[src/hdl/simt_pkg.sv]
`default_nettype none

package simt_pkg;

    // Core dimensions
    localparam int MAX_WARPS   = 4;
    localparam int NUM_LANES   = 4;
    localparam int NUM_PORTS   = NUM_LANES + 1;
    localparam int SCALAR_PORT = NUM_LANES;
    localparam int NUM_REGS    = 16;
    localparam int WORD_W      = 32;
    localparam int PC_W        = 8;
    localparam int IMM_W       = 15;

    typedef logic [WORD_W-1:0]             word_t;
    typedef logic [PC_W-1:0]               pc_t;
    typedef logic [31:0]                   instr_t;
    typedef logic [$clog2(NUM_REGS)-1:0]   reg_addr_t;
    typedef logic [$clog2(MAX_WARPS)-1:0]  warp_idx_t;
    typedef logic [$clog2(MAX_WARPS):0]    warp_count_t;
    typedef logic [NUM_PORTS-1:0]          port_mask_t;

    // Lane 0 sits in the low word
    typedef logic [NUM_LANES-1:0][WORD_W-1:0] lane_vec_t;

    // Instruction bits 31:28
    typedef enum logic [3:0] {
        OP_NOP   = 4'h0,
        OP_ADD   = 4'h1,
        OP_SUB   = 4'h2,
        OP_AND   = 4'h3,
        OP_OR    = 4'h4,
        OP_XOR   = 4'h5,
        OP_ADDI  = 4'h6,
        OP_LDI   = 4'h7,
        OP_TID   = 4'h8,
        OP_BCAST = 4'h9,
        OP_BNEZ  = 4'hA,
        OP_STORE = 4'hB,
        OP_SYNC  = 4'hC,
        OP_HALT  = 4'hD
    } opcode_e;

    typedef enum logic [2:0] {
        WARP_IDLE,
        WARP_FETCH,
        WARP_DECODE,
        WARP_EXECUTE,
        WARP_STORE_WAIT,
        WARP_SYNC_WAIT,
        WARP_UPDATE,
        WARP_DONE
    } warp_state_e;

endpackage

`default_nettype wire

[src/hdl/warp_scheduler.sv]
`timescale 1ns/100ps
`default_nettype none

module warp_scheduler import simt_pkg::*; (
    input  logic                 clk,
    input  logic                 reset,
    input  logic                 start,
    input  warp_count_t          num_warps,
    input  logic [MAX_WARPS-1:0] fetch_done,
    input  logic                 is_branch,
    input  logic                 is_store,
    input  logic                 is_sync,
    input  logic                 is_halt,
    input  word_t                imm,
    input  logic                 branch_taken,
    input  logic                 store_busy,
    output logic [MAX_WARPS-1:0] fetch_start,
    output pc_t                  pc [MAX_WARPS],
    output warp_idx_t            issue_warp,
    output logic                 decode_load,
    output logic                 execute,
    output logic                 store_start,
    output logic                 done
);

    warp_state_e          state [MAX_WARPS];
    logic [MAX_WARPS-1:0] fetched;
    logic [MAX_WARPS-1:0] holds_slot;
    logic [MAX_WARPS-1:0] in_update;
    logic                 running;
    logic                 slot_busy;
    logic                 grant_found;
    warp_idx_t            grant_warp;
    logic                 all_sync;
    logic                 all_quiet;

    always_comb begin
        all_sync  = 1'b1;
        all_quiet = 1'b1;
        for (int w = 0; w < MAX_WARPS; w++) begin
            holds_slot[w] = state[w] inside {WARP_DECODE, WARP_EXECUTE, WARP_STORE_WAIT};
            in_update[w]  = (state[w] == WARP_UPDATE);
            if (!(state[w] inside {WARP_IDLE, WARP_DONE, WARP_SYNC_WAIT})) begin
                all_sync = 1'b0;
            end
            if (!(state[w] inside {WARP_IDLE, WARP_DONE})) begin
                all_quiet = 1'b0;
            end
        end
        slot_busy = |holds_slot || |in_update;
    end

    // Round robin, starting after the last issuer
    always_comb begin
        warp_idx_t cand;
        grant_found = 1'b0;
        grant_warp  = issue_warp;
        for (int k = 1; k <= MAX_WARPS; k++) begin
            cand = issue_warp + warp_idx_t'(k);
            if (!grant_found && state[cand] == WARP_FETCH && fetched[cand]) begin
                grant_found = 1'b1;
                grant_warp  = cand;
            end
        end
    end

    assign decode_load = (state[issue_warp] == WARP_DECODE);
    assign execute     = (state[issue_warp] == WARP_EXECUTE);
    assign store_start = execute && is_store;

    always_ff @(posedge clk) begin
        if (reset) begin
            for (int w = 0; w < MAX_WARPS; w++) begin
                state[w] <= WARP_IDLE;
                pc[w]    <= '0;
            end
            fetched     <= '0;
            fetch_start <= '0;
            issue_warp  <= warp_idx_t'(MAX_WARPS - 1);
            running     <= 1'b0;
            done        <= 1'b0;
        end else begin
            fetch_start <= '0;
            if (start && !running && !done) begin
                running <= 1'b1;
                for (int w = 0; w < MAX_WARPS; w++) begin
                    if (w < int'(num_warps)) begin
                        state[w]       <= WARP_FETCH;
                        pc[w]          <= '0;
                        fetched[w]     <= 1'b0;
                        fetch_start[w] <= 1'b1;
                    end
                end
            end else begin
                if (!slot_busy && grant_found) begin
                    issue_warp <= grant_warp;
                end
                for (int w = 0; w < MAX_WARPS; w++) begin
                    case (state[w])
                        WARP_FETCH: begin
                            if (!slot_busy && grant_found && grant_warp == warp_idx_t'(w)) begin
                                state[w]   <= WARP_DECODE;
                                fetched[w] <= 1'b0;
                            end else if (fetch_done[w]) begin
                                fetched[w] <= 1'b1;
                            end
                        end
                        WARP_DECODE: state[w] <= WARP_EXECUTE;
                        WARP_EXECUTE: begin
                            pc[w] <= (is_branch && branch_taken) ? pc[w] + pc_t'(imm)
                                                                 : pc[w] + pc_t'(1);
                            if (is_halt) begin
                                state[w] <= WARP_DONE;
                            end else if (is_sync) begin
                                state[w] <= WARP_SYNC_WAIT;
                            end else if (is_store) begin
                                state[w] <= WARP_STORE_WAIT;
                            end else begin
                                state[w] <= WARP_UPDATE;
                            end
                        end
                        WARP_STORE_WAIT: begin
                            if (!store_busy) begin
                                state[w] <= WARP_UPDATE;
                            end
                        end
                        // Barrier opens for every waiting warp at once
                        WARP_SYNC_WAIT: begin
                            if (all_sync) begin
                                state[w] <= WARP_UPDATE;
                            end
                        end
                        WARP_UPDATE: begin
                            state[w]       <= WARP_FETCH;
                            fetch_start[w] <= 1'b1;
                        end
                        default: ;
                    endcase
                end
                if (running && all_quiet) begin
                    running <= 1'b0;
                    done    <= 1'b1;
                end
            end
        end
    end

    // Issue slot is exclusive across all warp FSMs
    a_one_issuer: assert property (@(posedge clk) disable iff (reset) $onehot0(holds_slot));

    a_done_sticky: assert property (@(posedge clk) disable iff (reset) done |=> done);

endmodule

`default_nettype wire

[config.mk]
export PLATFORM = sky130hd
export DESIGN_NAME = warp_scheduler
export DESIGN_NICKNAME = d
export VERILOG_FILES = /design/src/hdl/simt_pkg.sv /design/src/hdl/warp_scheduler.sv
export SDC_FILE = /design/constraint.sdc
export NUM_CORES = 1
export LEC_CHECK = 0
export ABC_AREA = 1
export ABC_CLOCK_PERIOD_IN_PS = 2680
export BUFFER_PORTS_ARGS = -buffer_cell sky130_fd_sc_hd__buf_2
export CELL_PAD_IN_SITES_DETAIL_PLACEMENT = 1
export CELL_PAD_IN_SITES_GLOBAL_PLACEMENT = 1
export CORE_MARGIN = 4
export CORE_UTILIZATION = 35
export DETAILED_ROUTE_END_ITERATION = 16
export GPL_TIMING_DRIVEN = 0
export PLACE_DENSITY_LB_ADDON = 0.1
export SLEW_MARGIN = 30
export SYNTH_ARGS = -nofsm -noshare
export SYNTH_HDL_FRONTEND = slang
export SYNTH_SLANG_ARGS = --single-unit
[constraint.sdc]
create_clock -name clk -period 2.68 [get_ports clk]
set_input_delay 0.402 -clock clk [delete_from_list [all_inputs] [get_ports clk]]
set_output_delay 0.402 -clock clk [all_outputs]
set_load 0.02 [all_outputs]
# Yosys cells after proc, flatten, opt, wreduce, memory -nomap -nowiden
# Memories as Yosys holds them, arrays and structs flattened. A register that Yosys moved wholly into a read port is not among the register bits.
# Index checks and enable logic that the tools add are counted.
[totals] reg_bits=44 mem_bits_rw=12 wordCells=456 mem_count=1 output_inout_bits=42 input_bits=48
[op_classes] reduce_logical=66 bitwise_logic=41 order_cmp=8 eq_ne=41 mux=276 addsub=11
[memory_table] memory="state" words=4 word_bits=3 rd=8 rd_clocked_by_memory_dff=1 write_ports=4 line="warp_scheduler.sv:26" source="warp_state_e state [MAX_WARPS];"
[op_table] cell="1-bit two-way mux" n=211
[op_table] cell="3-bit two-way mux" n=40
[op_table] cell="8-bit two-way mux" n=12
[op_table] cell="3-bit == test (second input constant)" n=16
[op_table] cell="1-bit OR" n=40
[op_table] cell="3-bit nonzero test" n=12
[op_table] cell="8-bit by 1-bit adder with 8-bit output (second input constant)" n=4
[op_table] cell="8-bit adder" n=4
[op_table] cell="32-bit two-way mux" n=1
[op_table] cell="3-bit by 2-bit == test with 1-bit output (second input constant)" n=10
[op_table] cell="2-bit nonzero test" n=13
[op_table] cell="3-bit by 1-bit == test with 1-bit output (second input constant)" n=8
[op_table] cell="1-bit logical AND" n=17
[op_table] cell="3-bit logical NOT" n=4
[op_table] cell="2-bit by 3-bit less-than comparator with 1-bit output (second input constant)" n=4
[op_table] cell="2-bit two-way mux" n=6
[op_table] cell="2-bit AND reduction" n=6
[op_table] cell="3-bit AND reduction" n=4
[op_table] cell="1-bit binary-select mux with 2-bit select" n=4
[op_table] cell="4-bit two-way mux" n=2
[op_table] cell="2-bit by 1-bit != test with 1-bit output (second input constant)" n=4
[op_table] cell="4-bit OR reduction" n=2
[op_table] cell="1-bit logical NOT" n=6
[op_table] cell="1-bit by 3-bit less-than comparator with 1-bit output (first input constant)" n=2
[op_table] cell="other kinds (8)" n=11

# Depth between registers and ports, before layout
# Gate-level depths: netlist of the first run.
[logic_depth] word_depth=33 depth_mapped=17 ltp_nobuf=17

# Worst setup path after synthesis of the first run
# OpenSTA, ideal clock, no wires.
[synth_path] kind="input -> register" start="input port is_branch" end="register pc[7] (netlist name)" setup_time_ns=0.070 path_slack_ns=0.159 path_buffers=0 arrival_time_ns=2.451 path_stages=17 required_ns=2.610 cell_sequence="nand2_1 > nor2_1 > ha_1 > nand2_1 > nand2_1 > a21oi_1 > nor2_1 > nor2_1 > nor2_1 > nor2_1 > nor2_1 > nor2_1 > inv_1 > a21oi_1 > or2_2 > nand3_1 > a21oi_1"
[synth_between] elab_chain_cells=4
[synth_lines] item="start, declared" line="warp_scheduler.sv:10" source="input logic is_branch,"
[synth_lines] item="1-bit logical AND" line="warp_scheduler.sv:110" source="pc[w] <= (is_branch && branch_taken) ? pc[w] + pc_t'(imm)"
[synth_lines] item="8-bit two-way mux" line="warp_scheduler.sv:110"
[synth_lines] item="8-bit two-way mux" line="warp_scheduler.sv:99" source="case (state[w])"
[synth_lines] item="32-bit two-way mux" line="warp_scheduler.sv:84" source="if (start && !running && !done) begin"
[synth_lines] item="end signal, assigned by index" line="warp_scheduler.sv:110"
[synth_lines] item="end, declared" line="warp_scheduler.sv:18" source="output pc_t pc [MAX_WARPS],"
# No other way between the ends. The select of a mux whose other input is x is not followed.
# A chain may end at the register's enable or synchronous reset.

==> results of run 1 <==
## kinds of logic after synthesis
family | count (synthesis) | synth area share
compound gates | 118 | 0.1532
simple gates | 360 | 0.3582
buf+inv | 102 | 0.09068
fa+ha+maj | 32 | 0.09688
xor+xnor | 9 | 0.01943
flops | 58 | 0.2816
## cells in the final DEF (no fill, tap or decap), types with 3 or more instances in the layout
| cell | Yosys | final |
|---|---|---|
| o21a_1 | 4 | 4 |
| buf_2 | 7 | 70 |
| ha_1 | 28 | 28 |
| o21bai_1 | 4 | 4 |
| nor3_1 | 13 | 13 |
| clkbuf_16 | 0 | 9 |
| buf_4 | 1 | 10 |
| nand2_1 | 170 | 170 |
| a21oi_1 | 64 | 64 |
| dfxtp_1 | 49 | 47 |
| inv_2 | 8 | 9 |
| nand3_2 | 3 | 5 |
| edfxtp_1 | 9 | 9 |
| fa_1 | 4 | 4 |
| clkinv_2 | 0 | 3 |
| o21ai_1 | 3 | 3 |
| nor2_2 | 8 | 9 |
| nand3_1 | 43 | 41 |
| and2_1 | 4 | 4 |
| or2_2 | 5 | 5 |
| xor2_1 | 3 | 3 |
| nor2_1 | 88 | 82 |
| clkbuf_1 | 5 | 7 |
| o21ai_0 | 22 | 22 |
| nor2_4 | 0 | 5 |
| o211ai_1 | 8 | 8 |
| xnor2_1 | 5 | 5 |
| nand3b_1 | 4 | 4 |
| nand4_1 | 11 | 11 |
| inv_1 | 77 | 76 |
## final cells by class
type	instances	area, um2	area share
multi-input cells	519	2854	0.5302
flip-flops and latches	58	1254	0.2329
repair buffers	74	395.4	0.07345
inverters	87	330.3	0.06137
clock buffers	12	236.5	0.04393
well taps	168	210.2	0.03905
plain buffers	15	83.83	0.01557
clock inverters	4	18.77	0.003487
## report_power, final
group / total (uW) / internal, uW / switching (uW)
Sequential: 1040 / 961 / 77.2
Combinational: 1210 / 409 / 797
Clock: 1030 / 617 / 408
## per-layer routing
| metal | track usage | routed length [um] | part of all wire |
|---|---|---|---|
| met5 | 0 | 0 | 0 |
| met4 | 0.09703 | 503 | 0.032 |
| met3 | 0.03976 | 497 | 0.032 |
| met2 | 0.4020 | 7941 | 0.51 |
| met1 | 0.2525 | 6564 | 0.42 |
## flip-flops by register name, summed over array words and instances, names as in the netlist, named ones only
name,cells
fetch_start,4
state,12
pc,32
running,1
issue_warp,2
fetched,4
done,1
## critical path: cells and delay by family (launching register included)
family	cells	cell delay [ns]
compound gates	1	0.06
buf+inv	4	0.47
flops	1	0.38
simple gates	10	1.31
## worst paths after layout
path	end	slack (ns)
min reg2reg	pc[21]$_SDFFE_PP0P_	0.48
max reg2reg	state[3][1]$_SDFFCE_PP0P_	0.16
min	fetched[2]$_SDFFE_PP0P_	0.39
max	state[3][1]$_SDFFCE_PP0P_	0.16
## per-stage QoR
stage,total power [uW],worst slack [ns]
4_1_cts,3203,0.0007223
2_1_floorplan,1832,0.1590
3_3_place_gp,2110,-0.4296
6_report,3269,0.1642
5_1_grt,3493,-0.03523
3_5_place_dp,2141,-0.6228
## what timing repair did
action,CTS,global route
pin swaps,1,2
resized for setup,5,18
setup endpoints to repair,11,17
hold endpoints to repair,0,0
setup buffers,2,8
==> out/summary.txt, run 1 <==
Outcome: completed
Pre-Repair DR Iteration Count: 4
Routability Congestion: 0.9273
Synth-to-Final Area Change: 21.15%
Initial Utilization: 0.3638
Slowest stage delay, CP: 0.38 ns
Dpl hpwl: 12.36 mm
Seq/Total Area, Yosys: 0.2816
Critical path data required time: 2.72 ns
Filler cell count: 1,668
Fin. Hold Viols: 0
Hold path startpoint: fetch_done[2]
Syn Std Cell Area: 4443 um2
Detailed Route WL: 15.51 mm
Rel. slew slack: 0.5634
Num CTS Buffers: 9
CORE AREA: 12,210 um2
Root Driver: clkbuf_16
H-tree Lvls: 3
Avg WL per Cell: 16.55 um
Fraction of layout instances using a drive strength above 1: 0.1873
Finished Core Util: 0.4408
CP cell instances: clkbuf_4 -> inv_2 -> nand2_1 -> nor2_4 -> nand2_1 -> nand3_1 -> nand4_4 -> nor2_2 -> a21oi_4 -> buf_4 -> nor4_4 -> nand2_1 -> nand2_1 -> inv_2 -> nand3_2
Leading area contributor after synthesis: dfxtp_1
Vias/cell: 5.185
Most common cell in the netlist: nand2_1
Post-synth ARST share: 0
Max VDD drop: 0.2431 mV
Worst R2R Path Depth: 15
Worst setup path start: state[1][1]$_SDFFCE_PP0P_
Post-CTS Hold Buffers: 0
Largest net degree at the start of global routing: 11
Post-synthesis cell type count: 51
Total gr overflow: 0
CP arrival: 2.56 ns
Final period util: 0.9387
Startpoint types: flop
Total track usage: 0.2215
Leakage: 0.002728 uW
Die width: 120.7 um
CP most frequent cell: nand2_1
Maximum clock path buffer count: 2
Area of the die: 14,560 um2
RR Startpoint: state[1][1]$_SDFFCE_PP0P_
TritonCTS Sinks: 58
Clock slew seen by the registers of the worst setup and hold paths: 0.05 ns
Initial antenna violation count: 0
Count of buffers from port buffering: 64
Unrepaired setup endpoints after global routing: yes
Placed Cells: 911
Final setup viols: 0
Crit-path max FO: 8
Main synth FF type: dfxtp_1
Worst hold margin: 0.3888 ns
Dpl cell area: 4974 um2
Antenna cells: 0
Layout Skew: 0.003997 ns
P per Cell Area: 607.3 nW/um2
Seq cells post-synth: 58
Final Non-Filler Cells: 937
Share of the synthesized area in the top cell type: 0.2208
Max_cap viols: 0
Max Clock Freq: 397.5 MHz
Post-route ant nets: 0
Via count: 4,858
Drt initial violations: 166
CP max stage cell: edfxtp_1
Largest cells by area after synthesis: dfxtp_1, nand2_1, ha_1
Die Y: 120.7 um
Hold Path Depth: 3
Worst setup EP type: flop
Post-synthesis average cell area: 6.543 um2
Post-Syn Instances: 679
Cell row count: 40
Pins Over Slew Limit: 0
Final nets: 844
Final non-filler cell area: 5383 um2
Yosys warning total: 0
Post-route DRC: 0
First-pass GRT wire length: 25.59 mm
Syn Nets: 759
Clock Latency Late Sink: 0.33 ns
Commonest cells post-synth: nand2_1, nor2_1, inv_1, a21oi_1, dfxtp_1
Slew @ Worst Pin: 0.6526 ns
Post-Route Setup TNS: 0 ns
Min Tclk post-route: 2.516 ns
Vias in the first global route: 5,147
Post-synth EDFFs: 9
CTS tree: yes
Crit Path Class: flop to flop
Worst hold path class: input pin to flop
# IOs: 90
Note: power is estimated with default switching activity, not from simulation.
==> inputs of run 2 (changes only) <==
Settings changed: ABC_AREA 1 to 0, CAP_MARGIN set to 20, CORE_UTILIZATION 35 to 37.
==> out/summary.txt, run 2 <==
Outcome: finished with violations
Failing checks: negative setup slack
Share of the synthesized area in the top cell type: 0.2361
Worst hold path class: input pin to flop
NetSw: 811.0 uW
P per Cell Area: 517.6 nW/um2
Maximum clock path buffer count: 2
Dpl hpwl: 10.61 mm
Post-synthesis average cell area: 8.394 um2
First-pass GRT wire length: 22.91 mm
Post-route ant nets: 0
Clock Latency Late Sink: 0.34 ns
Via count: 4,107
Initial Utilization: 0.3800
Final setup viols: 9
Crit Path Class: flop to flop
Syn Std Cell Area: 4155 um2
Min Tclk post-route: 2.769 ns
Max reg flops: 32
Fin. Hold Viols: 0
Clock power frac: 0.402
Most flops, register: pc
Slew @ Worst Pin: 0.6800 ns
Commonest cells after routing, fill and taps aside: buf_2, a21oi_1, dfxtp_1, nor2_1, nand2_1
Die Y: 114.0 um
Yosys warning total: 0
Vias/cell: 5.673
Fraction of layout instances using a drive strength above 1: 0.2397
Critical path data required time: 2.89 ns
Post-synthesis cell type count: 73
Filler cell count: 1,331
Final period util: 1.033
Post-route DRC: 0
Area of the die: 12,990 um2
Startpoint types: flop
Leading area contributor after synthesis: dfxtp_1
Die width: 114.0 um
Layout Skew: 0.009610 ns
Power Total: 2649 uW
Leakage: 0.002254 uW
Switch share: 0.3061
Drt initial violations: 149
Syn Nets: 575
Main synth FF type: dfxtp_1
Most common cell after layout, fill and taps aside: buf_2
Crit-path max FO: 6
CP Buf/Inv Count: 1
Total gr overflow: 0
Unrepaired setup endpoints after global routing: yes
H-tree Lvls: 3
Max_cap viols: 0
Synth-to-Final Area Change: 23.16%
Initial antenna violation count: 0
Num CTS Buffers: 9
Seq/Total Area, Yosys: 0.3011
CP cell instances: buf_6 -> mux4_2 -> nand4b_1 -> a311o_2 -> or4_4 -> a32oi_2 -> and2_4
TritonCTS Sinks: 58
Vias in the first global route: 4,194
Pins Over Slew Limit: 0
CTS tree: yes
Max VDD drop: 0.2878 mV
Cell row count: 38
Reg power frac: 0.375
Final nets: 659
CP max stage cell: mux4_2
Post-synth EDFFs: 9
Routability Congestion: 0.8758
Post-Route Setup TNS: -0.3667 ns
Regs by FF count: pc: 32 flops, state: 12 flops
Worst hold margin: 0.3896 ns
PnR worst setup slack: -0.08890 ns
CORE AREA: 10,940 um2
Root Driver: clkbuf_16
Clock slew seen by the registers of the worst setup and hold paths: 0.05 ns
Rel. slew slack: 0.5428
Worst setup EP type: flop
Antenna cells: 0
Largest net degree at the start of global routing: 11
Post-synth ARST share: 0
Seq cells post-synth: 58
Post-CTS Hold Buffers: 0
Largest cells by area after synthesis: dfxtp_1, ha_1, a21oi_1
Pint: 1838 uW
Commonest cells post-synth: a21oi_1, dfxtp_1, nor2_1, nand2_1, nand3_1
Delay-heaviest family, CP: simple AND/OR/NAND/NOR gates
Max Clock Freq: 361.2 MHz
Total track usage: 0.2262
Post-Syn Instances: 495
# IOs: 90
Slowest stage delay, CP: 0.50 ns
Pre-Repair DR Iteration Count: 4
Combinational share of power: 0.224
Count of buffers from port buffering: 65
Avg WL per Cell: 19.48 um
CP arrival: 2.98 ns
Most common cell in the netlist: a21oi_1
Detailed Route WL: 14.10 mm
run 2: cell types whose count changed after synthesis, sizes merged, moves of 8 or more:
cell and delta:
nand2 -131, inv -75, nor2 -53, a21o +14, clkbuf +14, a21oi -11, and3 +11, nand3 -11
nand4 -10, xnor2 +10, nor3b +8
run 2: layer usage:
layer / vias to the layer above / GRT usage / share of wire
li1: 2016 / - / -
met1: 1982 / 0.2954 / 0.45
met2: 90 / 0.3774 / 0.49
met3: 19 / 0.04509 / 0.041
met5: - / 0 / 0
met4: 0 / 0.06809 / 0.016
run 2: tightest hold or removal path, stage by stage:
cell       delay [ns]
buf_2            0.10
a21oi_1          0.10
a2111oi_0        0.06
run 2: power by group through the flow:
| stage | Combinational (uW) | Clock, uW | Sequential (uW) |
|---|---|---|---|
| floorplan | 353 | 0 | 998 |
| global placement | 523 | 0 | 997 |
| detailed placement | 534 | 0 | 1000 |
| CTS | 580 | 1090 | 981 |
| global route | 650 | 1140 | 997 |
| finish | 592 | 1060 | 993 |
run 2: logic make-up after synthesis:
kind of cell               share of synthesized area
adders and majority gates                     0.1036
muxes                                        0.03583
DFF                                           0.3011
and+or+nand+nor                               0.2505
buffers and inverters                        0.04607
AOI/OAI and AO/OA                             0.2165
xor gates and xnor gates                     0.04637
run 2: through the flow:
stage	std cells	cell area, um2	setup slack (ns)	util
after detailed placement	700	4664	-0.4047	0.4265
final	724	5117	-0.08890	0.4680
after global placement	700	4661	-0.4037	0.4262
after global routing	724	5117	-0.1294	0.4680
after floorplan	495	4160	0.009488	-
after CTS	724	5057	-0.08227	0.4625
run 2: final cells by class:
type                    count  area [um2]  share of cell area
multi-input cells         402        2828              0.5526
flip-flops and latches     58        1252              0.2447
repair buffers             75       404.1             0.07897
clock buffers              11       252.7             0.04939
well taps                 140       175.2             0.03423
plain buffers              23       148.9             0.02910
inverters                  10       37.54            0.007335
clock inverters             5       18.77            0.003667
run 2: repair_timing:
action	CTS	global route
resized for setup	13	15
cloned	0	0
setup buffers	8	2
pin swaps	8	3
setup endpoints to repair	17	27
run 2: worst paths after layout:
| check | startpoint | end | slack (ns) | depth (start not counted) |
|---|---|---|---|---|
| min | fetch_done[2] | fetched[2]$_SDFFE_PP0P_ | 0.39 | 3 |
| max | state[2][2]$_SDFFCE_PP0P_ | state[1][0]$_SDFFCE_PN0P_ | -0.09 | 7 |
| max reg2reg | state[2][2]$_SDFFCE_PP0P_ | state[1][0]$_SDFFCE_PN0P_ | -0.09 | 7 |
| min reg2reg | pc[20]$_SDFFE_PP0P_ | pc[20]$_SDFFE_PP0P_ | 0.49 | 2 |
